<file path="src/fuse_settings.svh">
// Fuse controller build settings
// Partition count, partition depth, fuse word width and the index
// widths carried on the command bus
`ifndef FUSE_SETTINGS_SVH
`define FUSE_SETTINGS_SVH

// Number of fuse partitions in the array
`define FUSE_NUM_PART 4

// Fuse words held by each partition
`define FUSE_PART_WORDS 4

// Width of one fuse word
`define FUSE_WORD_W 32

// Partition index width on the command bus
// Wide enough that out-of-range indices exist once the count shrinks
`define FUSE_PART_AW 2

// Word index width on the command and partition buses
`define FUSE_WORD_AW 2

`endif

</file>
<file path="src/fuse_pkg.sv">
// Fuse controller shared types
// Life-cycle encodings and decoder, error codes, command and response
// structs, partition bus structs and the partition life-cycle phase table

`include "fuse_settings.svh"

package fuse_pkg;

  // Raw life-cycle codeword, sparse so single faults land in Scrap
  typedef enum logic [15:0] {
    LcStRaw          = 16'h0000,
    LcStTestUnlocked = 16'h3a5c,
    LcStTestLocked   = 16'h5c93,
    LcStDev          = 16'h96e1,
    LcStProd         = 16'ha71e,
    LcStProdEnd      = 16'hc3b4,
    LcStRma          = 16'he94b
  } lc_state_e;

  // Decoded state, ordered so that later phases compare greater
  typedef enum logic [2:0] {
    DecLcStRaw          = 3'd0,
    DecLcStTestUnlocked = 3'd1,
    DecLcStTestLocked   = 3'd2,
    DecLcStDev          = 3'd3,
    DecLcStProd         = 3'd4,
    DecLcStProdEnd      = 3'd5,
    DecLcStRma          = 3'd6,
    DecLcStScrap        = 3'd7
  } dec_lc_state_e;

  typedef enum logic [1:0] {
    NoError       = 2'd0,
    AccessError   = 2'd1,
    LockError     = 2'd2,
    FsmStateError = 2'd3
  } fuse_err_e;

  typedef logic [`FUSE_WORD_W-1:0] fuse_word_t;

  // Contents of one partition, word 0 lowest
  typedef fuse_word_t [`FUSE_PART_WORDS-1:0] fuse_part_words_t;

  // Whole array, partition 0 word 0 lowest
  typedef fuse_part_words_t [`FUSE_NUM_PART-1:0] fuse_bcast_t;

  // DAI command
  typedef struct packed {
    logic                     write;
    logic [`FUSE_PART_AW-1:0] part;
    logic [`FUSE_WORD_AW-1:0] word;
    fuse_word_t               data;
  } fuse_cmd_t;

  // DAI response
  typedef struct packed {
    fuse_word_t data;
    fuse_err_e  err;
  } fuse_rsp_t;

  // DAI to partition request, strobe high for one cycle
  typedef struct packed {
    logic                     strobe;
    logic                     write;
    logic [`FUSE_WORD_AW-1:0] word;
    fuse_word_t               data;
  } fuse_part_req_t;

  // Partition reply, valid the cycle after the strobe
  typedef struct packed {
    fuse_word_t data;
    logic       lock_err;
  } fuse_part_rsp_t;

  // Any codeword outside the named set is treated as Scrap
  function automatic dec_lc_state_e decode_lc_state(lc_state_e lc_state);
    case (lc_state)
      LcStRaw:          return DecLcStRaw;
      LcStTestUnlocked: return DecLcStTestUnlocked;
      LcStTestLocked:   return DecLcStTestLocked;
      LcStDev:          return DecLcStDev;
      LcStProd:         return DecLcStProd;
      LcStProdEnd:      return DecLcStProdEnd;
      LcStRma:          return DecLcStRma;
      default:          return DecLcStScrap;
    endcase
  endfunction

  // Last decoded state in which partition idx still takes writes
  function automatic dec_lc_state_e part_lc_phase(int unsigned idx);
    case (idx)
      0:       return DecLcStTestUnlocked;
      1:       return DecLcStDev;
      2:       return DecLcStProd;
      default: return DecLcStRma;
    endcase
  endfunction

endpackage

</file>
<file path="src/fuse_skid_buf.sv">
// Two-entry valid/ready skid buffer
// Registers the full path so ready on one side never depends on the
// other side, payload type set by parameter
`timescale 1ns/1ps

module fuse_skid_buf #(
  parameter type T_PAYLOAD = logic
) (
  input  logic     core_clk,
  input  logic     rst_n,
  input  logic     in_valid,
  output logic     in_ready,
  input  T_PAYLOAD in_data,
  output logic     out_valid,
  input  logic     out_ready,
  output T_PAYLOAD out_data
);

  T_PAYLOAD   mem_q [2];
  logic       wr_ptr_q;
  logic       rd_ptr_q;
  logic [1:0] count_q;
  logic       push;
  logic       pop;

  // Ready while an entry is free, valid while one is filled
  assign in_ready  = (count_q != 2'd2);
  assign out_valid = (count_q != 2'd0);
  assign out_data  = mem_q[rd_ptr_q];

  assign push = in_valid && in_ready;
  assign pop  = out_valid && out_ready;

  // Entry storage
  always_ff @(posedge core_clk) begin
    if (push) begin
      mem_q[wr_ptr_q] <= in_data;
    end
  end

  always_ff @(posedge core_clk or negedge rst_n) begin
    if (!rst_n) begin
      wr_ptr_q <= 1'b0;
      rd_ptr_q <= 1'b0;
      count_q  <= 2'd0;
    end else begin
      if (push) begin
        wr_ptr_q <= ~wr_ptr_q;
      end
      if (pop) begin
        rd_ptr_q <= ~rd_ptr_q;
      end
      // Occupancy only moves when exactly one side transfers
      case ({push, pop})
        2'b10:   count_q <= count_q + 2'd1;
        2'b01:   count_q <= count_q - 2'd1;
        default: count_q <= count_q;
      endcase
    end
  end

endmodule

</file>
<file path="src/fuse_partition.sv">
// One fuse partition
// Holds its words with set-only writes, and refuses writes once the
// decoded life-cycle state has moved past the partition's phase
`timescale 1ns/1ps

module fuse_partition #(
  parameter fuse_pkg::dec_lc_state_e LC_PHASE = fuse_pkg::DecLcStRma
) (
  input  logic                       core_clk,
  input  logic                       rst_n,
  input  fuse_pkg::lc_state_e        lc_state,
  input  fuse_pkg::fuse_part_req_t   req,
  output fuse_pkg::fuse_part_rsp_t   rsp,
  output fuse_pkg::fuse_part_words_t words
);

  fuse_pkg::dec_lc_state_e    dec_state;
  fuse_pkg::fuse_part_words_t words_q;
  fuse_pkg::fuse_part_rsp_t   rsp_q;
  fuse_pkg::fuse_word_t       cur_word;
  fuse_pkg::fuse_word_t       set_word;
  logic                       locked;
  logic                       do_write;

  // Write lock from this partition's own decode
  assign dec_state = fuse_pkg::decode_lc_state(lc_state);
  assign locked    = (dec_state > LC_PHASE);

  assign cur_word = words_q[req.word];
  // Fuses only blow, so a write ORs into the stored word
  assign set_word = cur_word | req.data;
  assign do_write = req.strobe && req.write && !locked;

  // Fuse storage, blank after reset
  always_ff @(posedge core_clk or negedge rst_n) begin
    if (!rst_n) begin
      words_q <= '0;
    end else if (do_write) begin
      words_q[req.word] <= set_word;
    end
  end

  // Reply one cycle after the strobe
  // Write replies carry the word as it ends up, locked writes the old word
  always_ff @(posedge core_clk or negedge rst_n) begin
    if (!rst_n) begin
      rsp_q <= '0;
    end else if (req.strobe) begin
      rsp_q.lock_err <= req.write && locked;
      rsp_q.data     <= do_write ? set_word : cur_word;
    end
  end

  assign rsp   = rsp_q;
  assign words = words_q;

endmodule

</file>
<file path="src/fuse_broadcast.sv">
// Fuse broadcast collector
// Registers every partition's words into one flat output, and clears it
// while zeroize is held or the life-cycle state decodes to Scrap
`timescale 1ns/1ps

`include "fuse_settings.svh"

module fuse_broadcast (
  input  logic                                            core_clk,
  input  logic                                            rst_n,
  input  fuse_pkg::fuse_part_words_t [`FUSE_NUM_PART-1:0] part_words,
  input  fuse_pkg::lc_state_e                             lc_state,
  input  logic                                            zeroize,
  output fuse_pkg::fuse_bcast_t                           bcast
);

  fuse_pkg::dec_lc_state_e dec_state;
  fuse_pkg::fuse_bcast_t   bcast_d;
  fuse_pkg::fuse_bcast_t   bcast_q;
  logic                    clear;

  assign dec_state = fuse_pkg::decode_lc_state(lc_state);
  assign clear     = zeroize || (dec_state == fuse_pkg::DecLcStScrap);

  // Partition 0 lands in the lowest slice
  always_comb begin
    bcast_d = '0;
    if (!clear) begin
      for (int i = 0; i < `FUSE_NUM_PART; i++) begin
        bcast_d[i] = part_words[i];
      end
    end
  end

  always_ff @(posedge core_clk or negedge rst_n) begin
    if (!rst_n) begin
      bcast_q <= '0;
    end else begin
      bcast_q <= bcast_d;
    end
  end

  assign bcast = bcast_q;

endmodule

</file>
<file path="src/fuse_dai.sv">
// Fuse direct-access interface sequencer
// Takes one command at a time, filters range and life-cycle state,
// strobes the addressed partition and returns its reply as a response.
// Escalation latches a terminal error state until reset
`timescale 1ns/1ps

`include "fuse_settings.svh"

module fuse_dai (
  input  logic                                          core_clk,
  input  logic                                          rst_n,
  input  logic                                          cmd_valid,
  output logic                                          cmd_ready,
  input  fuse_pkg::fuse_cmd_t                           cmd,
  input  fuse_pkg::lc_state_e                           lc_state,
  input  logic                                          escalate,
  output fuse_pkg::fuse_part_req_t [`FUSE_NUM_PART-1:0] part_req,
  input  fuse_pkg::fuse_part_rsp_t [`FUSE_NUM_PART-1:0] part_rsp,
  output logic                                          rsp_valid,
  input  logic                                          rsp_ready,
  output fuse_pkg::fuse_rsp_t                           rsp
);

  typedef enum logic [2:0] {
    Idle     = 3'd0,
    Dispatch = 3'd1,
    Wait     = 3'd2,
    Respond  = 3'd3,
    ErrorSt  = 3'd4
  } dai_state_e;

  dai_state_e              state_q;
  fuse_pkg::fuse_cmd_t     cmd_q;
  fuse_pkg::fuse_err_e     err_q;
  fuse_pkg::fuse_rsp_t     rsp_q;
  fuse_pkg::dec_lc_state_e dec_state;
  logic                    esc_q;
  logic [1:0]              err_phase_q;
  logic                    in_range;
  logic                    cmd_accept;

  assign dec_state = fuse_pkg::decode_lc_state(lc_state);

  // Range filter against the configured array size
  assign in_range = (int'(cmd.part) < `FUSE_NUM_PART) &&
                    (int'(cmd.word) < `FUSE_PART_WORDS);

  // In ErrorSt phase 0 takes a command, phases 1 and 2 mirror Dispatch and Wait
  assign cmd_ready = (state_q == Idle) || (state_q == ErrorSt && err_phase_q == 2'd0);
  assign cmd_accept = cmd_valid && cmd_ready;

  assign rsp_valid = (state_q == Respond) || (state_q == ErrorSt && err_phase_q == 2'd3);
  assign rsp       = rsp_q;

  // Only the addressed partition sees a strobe, and only for clean commands
  always_comb begin
    for (int i = 0; i < `FUSE_NUM_PART; i++) begin
      part_req[i].strobe = (state_q == Dispatch) && (err_q == fuse_pkg::NoError) &&
                           !esc_q && (int'(cmd_q.part) == i);
      part_req[i].write  = cmd_q.write;
      part_req[i].word   = cmd_q.word;
      part_req[i].data   = cmd_q.data;
    end
  end

  // Command and error code captured at accept
  always_ff @(posedge core_clk) begin
    if (state_q == Idle && cmd_accept) begin
      cmd_q <= cmd;
      if (dec_state == fuse_pkg::DecLcStScrap) begin
        err_q <= fuse_pkg::FsmStateError;
      end else if (!in_range) begin
        err_q <= fuse_pkg::AccessError;
      end else begin
        err_q <= fuse_pkg::NoError;
      end
    end
  end

  always_ff @(posedge core_clk or negedge rst_n) begin
    if (!rst_n) begin
      state_q     <= Idle;
      esc_q       <= 1'b0;
      err_phase_q <= 2'd0;
      rsp_q       <= '0;
    end else begin
      esc_q <= escalate;
      if (esc_q && state_q != ErrorSt) begin
        state_q <= ErrorSt;
        // Any command already taken still gets exactly one response
        case (state_q)
          Idle: err_phase_q <= cmd_accept ? 2'd1 : 2'd0;
          Respond: err_phase_q <= rsp_ready ? 2'd0 : 2'd3;
          default: begin
            err_phase_q <= 2'd3;
            rsp_q.data  <= '0;
            rsp_q.err   <= fuse_pkg::FsmStateError;
          end
        endcase
      end else begin
        case (state_q)
          Idle: begin
            if (cmd_accept) begin
              state_q <= Dispatch;
            end
          end
          Dispatch: state_q <= Wait;
          Wait: begin
            // Partition reply is valid in this cycle
            if (err_q == fuse_pkg::NoError) begin
              rsp_q.data <= part_rsp[cmd_q.part].data;
              rsp_q.err  <= part_rsp[cmd_q.part].lock_err ? fuse_pkg::LockError
                                                           : fuse_pkg::NoError;
            end else begin
              rsp_q.data <= '0;
              rsp_q.err  <= err_q;
            end
            state_q <= Respond;
          end
          Respond: begin
            if (rsp_ready) begin
              state_q <= Idle;
            end
          end
          ErrorSt: begin
            // Terminal, every command answered with FsmStateError
            case (err_phase_q)
              2'd0: err_phase_q <= cmd_accept ? 2'd1 : 2'd0;
              2'd1: err_phase_q <= 2'd2;
              2'd2: begin
                err_phase_q <= 2'd3;
                rsp_q.data  <= '0;
                rsp_q.err   <= fuse_pkg::FsmStateError;
              end
              default: err_phase_q <= rsp_ready ? 2'd0 : 2'd3;
            endcase
          end
          default: state_q <= ErrorSt;
        endcase
      end
    end
  end

endmodule

</file>
<file path="src/fuse_ctrl_top.sv">
// Fuse controller top level
// Command and response skid buffers around the DAI, one partition per
// slot built in a loop, and the broadcast collector over all of them
`timescale 1ns/1ps

`include "fuse_settings.svh"

module fuse_ctrl_top (
  input  logic                  core_clk,
  input  logic                  rst_n,
  input  logic                  cmd_valid,
  output logic                  cmd_ready,
  input  fuse_pkg::fuse_cmd_t   cmd,
  output logic                  rsp_valid,
  input  logic                  rsp_ready,
  output fuse_pkg::fuse_rsp_t   rsp,
  input  fuse_pkg::lc_state_e   lc_state,
  input  logic                  escalate,
  input  logic                  zeroize,
  output fuse_pkg::fuse_bcast_t bcast
);

  // Skid buffer to DAI
  logic                dai_cmd_valid;
  logic                dai_cmd_ready;
  fuse_pkg::fuse_cmd_t dai_cmd;

  // DAI to skid buffer
  logic                dai_rsp_valid;
  logic                dai_rsp_ready;
  fuse_pkg::fuse_rsp_t dai_rsp;

  // Partition buses
  fuse_pkg::fuse_part_req_t   [`FUSE_NUM_PART-1:0] part_req;
  fuse_pkg::fuse_part_rsp_t   [`FUSE_NUM_PART-1:0] part_rsp;
  fuse_pkg::fuse_part_words_t [`FUSE_NUM_PART-1:0] part_words;

  fuse_skid_buf #(
    .T_PAYLOAD(fuse_pkg::fuse_cmd_t)
  ) i_cmd_skid_buf (
    .core_clk (core_clk),
    .rst_n    (rst_n),
    .in_valid (cmd_valid),
    .in_ready (cmd_ready),
    .in_data  (cmd),
    .out_valid(dai_cmd_valid),
    .out_ready(dai_cmd_ready),
    .out_data (dai_cmd)
  );

  fuse_dai i_fuse_dai (
    .core_clk (core_clk),
    .rst_n    (rst_n),
    .cmd_valid(dai_cmd_valid),
    .cmd_ready(dai_cmd_ready),
    .cmd      (dai_cmd),
    .lc_state (lc_state),
    .escalate (escalate),
    .part_req (part_req),
    .part_rsp (part_rsp),
    .rsp_valid(dai_rsp_valid),
    .rsp_ready(dai_rsp_ready),
    .rsp      (dai_rsp)
  );

  fuse_skid_buf #(
    .T_PAYLOAD(fuse_pkg::fuse_rsp_t)
  ) i_rsp_skid_buf (
    .core_clk (core_clk),
    .rst_n    (rst_n),
    .in_valid (dai_rsp_valid),
    .in_ready (dai_rsp_ready),
    .in_data  (dai_rsp),
    .out_valid(rsp_valid),
    .out_ready(rsp_ready),
    .out_data (rsp)
  );

  // Write-lock phase per slot from the package table
  for (genvar i = 0; i < `FUSE_NUM_PART; i++) begin : g_part
    fuse_partition #(
      .LC_PHASE(fuse_pkg::part_lc_phase(i))
    ) i_fuse_partition (
      .core_clk(core_clk),
      .rst_n   (rst_n),
      .lc_state(lc_state),
      .req     (part_req[i]),
      .rsp     (part_rsp[i]),
      .words   (part_words[i])
    );
  end

  fuse_broadcast i_fuse_broadcast (
    .core_clk  (core_clk),
    .rst_n     (rst_n),
    .part_words(part_words),
    .lc_state  (lc_state),
    .zeroize   (zeroize),
    .bcast     (bcast)
  );

endmodule

</file>
<file path="config.mk">
export PLATFORM = sky130hd
export DESIGN_NAME = fuse_ctrl_top
export DESIGN_NICKNAME = d
export VERILOG_FILES = /design/src/fuse_pkg.sv /design/src/fuse_skid_buf.sv /design/src/fuse_partition.sv /design/src/fuse_broadcast.sv /design/src/fuse_dai.sv /design/src/fuse_ctrl_top.sv
export VERILOG_INCLUDE_DIRS = /design/src
export SDC_FILE = /design/constraint.sdc
export NUM_CORES = 2
export LEC_CHECK = 0
export BUFFER_PORTS_ARGS = -buffer_cell sky130_fd_sc_hd__buf_2
export CAP_MARGIN = 20
export CORE_ASPECT_RATIO = 1.25
export CORE_UTILIZATION = 63
export DETAILED_ROUTE_END_ITERATION = 12
export PLACE_DENSITY = 0.95
export SLEW_MARGIN = 25
export SYNTH_ARGS = -nofsm -noshare
export SYNTH_HDL_FRONTEND = slang
export SYNTH_SLANG_ARGS = --single-unit
</file>
<file path="constraint.sdc">
create_clock -name core_clk -period 5.7 [get_ports core_clk]
set_input_delay 0.855 -clock core_clk [delete_from_list [all_inputs] [get_ports core_clk]]
set_output_delay 0.855 -clock core_clk [all_outputs]
set_load 0.03 [all_outputs]
</file>
Word level (Yosys, flattened, before mapping):

Memory sizes are Yosys's and may differ from the RTL's. A register that Yosys moved wholly into a read port is not among the register bits.
Index checks and enable logic that the tools add are counted.

* input port bits: 59
* word-level logic and storage cells: 196
* flip-flop bits (word level): 1206
* memories: 2
* RAM bits: 142

Memories
* i_cmd_skid_buf.mem_q: depth 2, bits a word 37, read ports 1, clocked after memory_dff 1, write ports 1, line fuse_skid_buf.sv:19 `T_PAYLOAD mem_q [2];`
* i_rsp_skid_buf.mem_q: depth 2, bits a word 34, read ports 1, clocked after memory_dff 0, write ports 1, line fuse_skid_buf.sv:19

* $add $sub $neg: 4
* reduce and logical (&&, ||, !) cells: 49
* equal/unequal tests: 29
* $lt $le $gt $ge: 7
* bitwise logic cells: 8
* mux-type cells: 45

Operator list (count)
* $bwmux 128: 4
* $mux 512: 1
* $mux 32: 9
* $bmux 32 s2: 4
* $mux 34: 4
* $or 32x32->32: 4
* $pmux 34 s2: 1
* $bmux 33 s2: 1
* $demux 32 s2: 1
* $eq 16x16->1 const B: 4
* $mux 33: 1
* $logic_and 1x1->1: 27
* $pmux 3 s7: 1
* $eq 16x14->1 const B: 1
* $eq 16x15->1 const B: 1
* $logic_not 16->1: 1
* $pmux 3 s5: 1
* $eq 2x2->1 const B: 6
* $pmux 2 s2: 3
* $mux 2: 5
* $reduce_bool 2->1: 5
* $mux 3: 3
* $ne 3x3->1 const B: 3
* $eq 2x1->1 const B: 4
* other kinds (22): 47

Logic depth before layout (Yosys ltp):

* word-level depth: 8
* gate-level depth with buffers: 8

Cells and area by module:

From an unflattened synthesis, not the netlist that was laid out.

* cell total of the unflattened synthesis: 3847
* area, all modules: 60340.4 um^2

Modules (own cells, without submodules)
* fuse_broadcast: area an instance 19294.8 um^2, cells each 1172, instances 1, sequential area each 12812.3 um^2
* fuse_partition (g_part[3].i_fuse_partition): area an instance 7853.8 um^2, cells each 522, instances 1, sequential area each 4028.9 um^2
* fuse_partition (g_part[0].i_fuse_partition): area an instance 7777.5 um^2, cells each 503, instances 1, sequential area each 4028.9 um^2
* fuse_partition (g_part[1].i_fuse_partition): area an instance 7612.3 um^2, cells each 487, instances 1, sequential area each 4028.9 um^2
* fuse_partition (g_part[2].i_fuse_partition): area an instance 7282.0 um^2, cells each 520, instances 1, sequential area each 4028.9 um^2
* fuse_dai: area an instance 4899.7 um^2, cells each 388, instances 1, sequential area each 2142.1 um^2
* fuse_skid_buf (i_cmd_skid_buf): area an instance 2947.8 um^2, cells each 132, instances 1, sequential area each 2322.2 um^2
* fuse_skid_buf (i_rsp_skid_buf): area an instance 2672.6 um^2, cells each 123, instances 1, sequential area each 2142.1 um^2

Worst setup path before layout:

Ideal clock, no wire load.

* kind: input port to flip-flop
* from: input cmd_valid
* to: memory i_cmd_skid_buf.mem_q[0][0] (netlist name) (enable)
* arrival time: 2.523 ns
* cell stages on the path: 2
* slack: 2.746 ns
* buffers on the path: 0
* cells stage by stage: nand2_1 > nor2_1

* longest elaborated chain between the ends: 3

RTL lines
* start, declared: line fuse_ctrl_top.sv:11 `input logic cmd_valid,`
* $logic_and 1x1->1: line fuse_skid_buf.sv:31 `assign push = in_valid && in_ready;`
* $mux 1: line fuse_skid_buf.sv:36 `if (push) begin`
* $mux 1 (not written as such): line fuse_skid_buf.sv:37 `mem_q[wr_ptr_q] <= in_data;`
* end, declared: line fuse_skid_buf.sv:19

Every way passes these cells.

Worst setup path in the final report:

* from: register i_fuse_dai.part_req[32] (netlist name)
* to: register g_part[2].i_fuse_partition.words_q (netlist bit g_part[2].i_fuse_partition.words[44])

* longest elaborated chain between the ends: 5
* elaborated cells on any way between the ends: 9
* those cells by class: 2 x order compare; 5 x mux; 1 x bitwise; 1 x reduce/logical

RTL lines
* $lt 2x3->1 (not written as such) or $ge 2x1->1 (tied branches): line fuse_partition.sv:39 `words_q[req.word] <= set_word;`
* $logic_and 1x1->1 (not written as such): line fuse_partition.sv:39
* $mux 32 (not written as such): line fuse_partition.sv:39
* $demux 32 s2
* $bwmux 128 *: line fuse_partition.sv:39
* end signal, assigned by index: line fuse_partition.sv:39
* end, declared: line fuse_partition.sv:18 `fuse_pkg::fuse_part_words_t words_q;`

Mark *: on every way between the ends. The rest lies on a longest branch, timed or not. The select of a mux whose other input is x is not followed.
A chain may end at the register's enable or synchronous reset.

==> results.md <==
* Clk sinks at 1,384
* Min Tclk post-route at 3.33 ns
* Synth unique cells at 67
* Share of cells above drive strength 1 at 36.5%
* Commonest non-fill, non-tap cell in the layout: dfrtp_1
* RSZ-0062 raised after global routing: false
* Inserted Clock Buffers at 130
* CP peak stage delay at 0.66 ns
* WP buf/inv at 2
* Placed cells at 5,316
* Fin cells at 5,577
* Crit. End Element: register
* Post-CTS Setup Bufs at 0
* Layout net count at 4,355
* FF-to-FF Start: i_fuse_dai.part_req[32]
* Post-Synthesis Cells at 3,720
* HP Class: in -> async
* Setup Total Neg Slack at 0 ns
* IO Port Bufs at 606
* Routed wire per std cell at 30.9 microns
* IO Pins at 607
* Worst slew pin tran at 1.09 ns
* Post-Synth XOR/XNOR Area at 0.160%
* Initial DRC Count at 5,085
* First-pass GRT wire length at 249,000 microns
* Initial antenna violation count at 30
* Status: complete, no violations
* Max IR drop VDD at 0.365 mV
* Critical path type: reg -> reg
* Setup Skew at 0.0377 ns
* Adder-cell share of the synthesized area at 0.138%
* Main combinational cell family by area after synthesis: multiplexers
* Number of synthesized flops with an enable pin at 180
* Most used cell, CP: buf_4
* Routed WL at 172,000 microns
* Total power at 20.8 mW
* Critical path's slowest cell: buf_4
* Max-slew headroom at 27.4%
* PD cells at 329 nW/um^2
* CTS tree: done
* Die width at 265 microns
* Final core utilization at 73.9%
* Drt drc at 0
* Register cell area after layout at 35,500 sq um
* Root Driver: clkbuf_16
* CTS Hold Buffers Added at 0
* Worst path required time at 6.30 ns
* Seq/Total Area, Yosys at 65.1%
* DPL Wire Length at 110,000 microns
* TritonRoute pass-1 iters at 7
* Syn_nets at 3,785
* Leakage at 31.1 nW
* Flops & latches, synth at 1,384
* Slew Viols, Final at 0
* Core box area at 85,700 sq um
* Multiplexer area fraction after synthesis at 17.2%
* Maximum clock frequency at 300 MHz
* Period utilization at 58.4%
* Startpoint Class: register
* Synth Flop Type: dfrtp_1
* Row count at 120
* Crit path arrival time at 3.93 ns
* Crit Path Max Fanout at 35
* Final setup vio count at 0
* Max cap viols at 0
* ANT nets after route at 0
* Total Die Area at 87,800 sq um
* Via-to-Cell Ratio at 6.49
* Longest Clk Path Bufs at 3
* Critical Path, Cell by Cell: buf_4 -> nand3b_1 -> a311oi_4 -> buf_4 -> mux2_2
* Reg2reg path depth at 5
* Initial core utilization at 63.7%
* Clk_lat worst skew at 0.74 ns
* Reg2reg end: g_part[2].i_fuse_partition.words[44]
* CTS H-tree depth at 4
* Clk slew on worst S/H paths at 0.07 ns
* Area Overhead vs Synth at 16.0%
* GRT overflow at 0
* Pin count of the biggest net entering global routing at 200
* Hold Slack at 0.194 ns
* Crit path launch: i_fuse_dai.part_req[32]
* Via count at 36.2k
* Final-report hold violation count at 0
* Flop2flop setup slack at 2.37 ns
* Vias in the first global route at 36.7k
* Routability Congestion at 0.965
* Asr flop ratio synth at 87.0%
* GRT Util Overall at 39.7%
* Simple-Gate Fraction of Synth Area at 8.89%
* Post-cts resize count at 0
* Synth Area in Compound Gates at 5.47%
* Post-Syn Area per Cell at 14.7 sq um
* Synthesis Warnings at 0
* Fillers at 4,844
* Chip height at 331 microns
* Multi-input gate area at 17,600 sq um
* CP top delay family: buffers and inverters
* Commonest non-fill, non-tap cells in the layout: 1,204 x dfrtp_1, 604 x buf_2, 424 x mux2_2
* Mapped cell area at 54,600 sq um
where the power goes:
group	switching [mW]	internal, mW
clock	3.79	5.16
sequential	0.0920	10.3
combinational	0.974	0.477
flip-flops by register name (all words and copies together), names as in the netlist, 3 cells and up:
name and count:
g_part.i_fuse_partition.words 512, g_part.i_fuse_partition.rsp 132, i_fuse_dai.state_q 3, i_rsp_skid_buf.mem_q 68
i_fuse_dai.rsp 34, i_fuse_dai.part_req 35, i_fuse_broadcast.bcast 512, i_cmd_skid_buf.mem_q 74
metrics by stage:
step / worst slack [ns] / area, sq um
final: 2.37 / 63300
after global routing: 2.34 / 63300
after CTS: 2.39 / 63200
after floorplan: 2.75 / 54600
after global placement: 2.04 / 58800
after detailed placement: 2.00 / 58900
worst max path at each step:
stage                                           endpoint  slack, ns  depth (start not counted)
global route        g_part[2].i_fuse_partition.words[44]       2.34                          5
detailed placement  g_part[2].i_fuse_partition.words[72]       2.00                          7
CTS                 g_part[2].i_fuse_partition.words[44]       2.39                          5
global placement     g_part[2].i_fuse_partition.words[2]       2.04                          7
floorplan                     i_cmd_skid_buf.mem_q[0][0]       2.75                          2
finish              g_part[2].i_fuse_partition.words[44]       2.37                          5
worst register-to-register path: stages, from the launching register on:
cell and delay [ns]:
edfxtp_1 0.58, buf_4 0.66, nand3b_1 0.57, a311oi_4 0.43, buf_4 0.50, mux2_2 0.46
metal layers:
metal	track usage [%]	routed length [microns]	vias up	part of all wire (%)
li1	-	-	14400	-
met1	47.5	57800	18500	34
met2	61.6	82000	2631	48
met3	11.3	17500	730	10
met4	30.4	14900	18	8.7
met5	0	130	-	0.075
layout make-up:
cell class                      instances  area share, %
Inverter                              138          0.818
Tap cell                             1159           2.29
Antenna cell                           27          0.107
Clock inverter                         46          0.814
Clock buffer                          187           6.12
Sequential cell                      1384           56.1
Timing Repair Buffer                  682           6.02
Multi-Input combinational cell       1954           27.7
Yosys cell counts (10+ instances only):
master | instances | area [sq um]
nor2_1 | 119 | 447
clkbuf_1 | 106 | 398
mux2i_1 | 65 | 651
mux2_1 | 31 | 349
mux4_2 | 161 | 3630
a21o_1 | 33 | 248
nand2_1 | 44 | 165
and2_1 | 387 | 2420
nor3_1 | 166 | 831
buf_6 | 10 | 113
buf_2 | 97 | 485
o31ai_1 | 64 | 480
buf_1 | 19 | 71.3
mux2_2 | 424 | 4770
or2_2 | 97 | 607
a22o_1 | 34 | 298
a21oi_1 | 67 | 335
a22oi_1 | 129 | 968
a31oi_1 | 33 | 206
inv_1 | 138 | 518
dfrtp_1 | 1204 | 30100
edfxtp_1 | 180 | 5410
logic make-up (layout without fill, tap and decap cells):
| group | count (synthesis) | in the layout |
|---|---|---|
| AND/OR/NAND/NOR | 861 | 861 |
| adder cells (fa/ha/maj) | 6 | 6 |
| multiplexers | 681 | 681 |
| AO/OA/AOI/OAI | 396 | 396 |
| flip-flops | 1384 | 1384 |
| buffers and inverters | 382 | 1053 |
| other | 0 | 27 |
| XOR/XNOR | 10 | 10 |
Power figures use the tool's default switching activity.
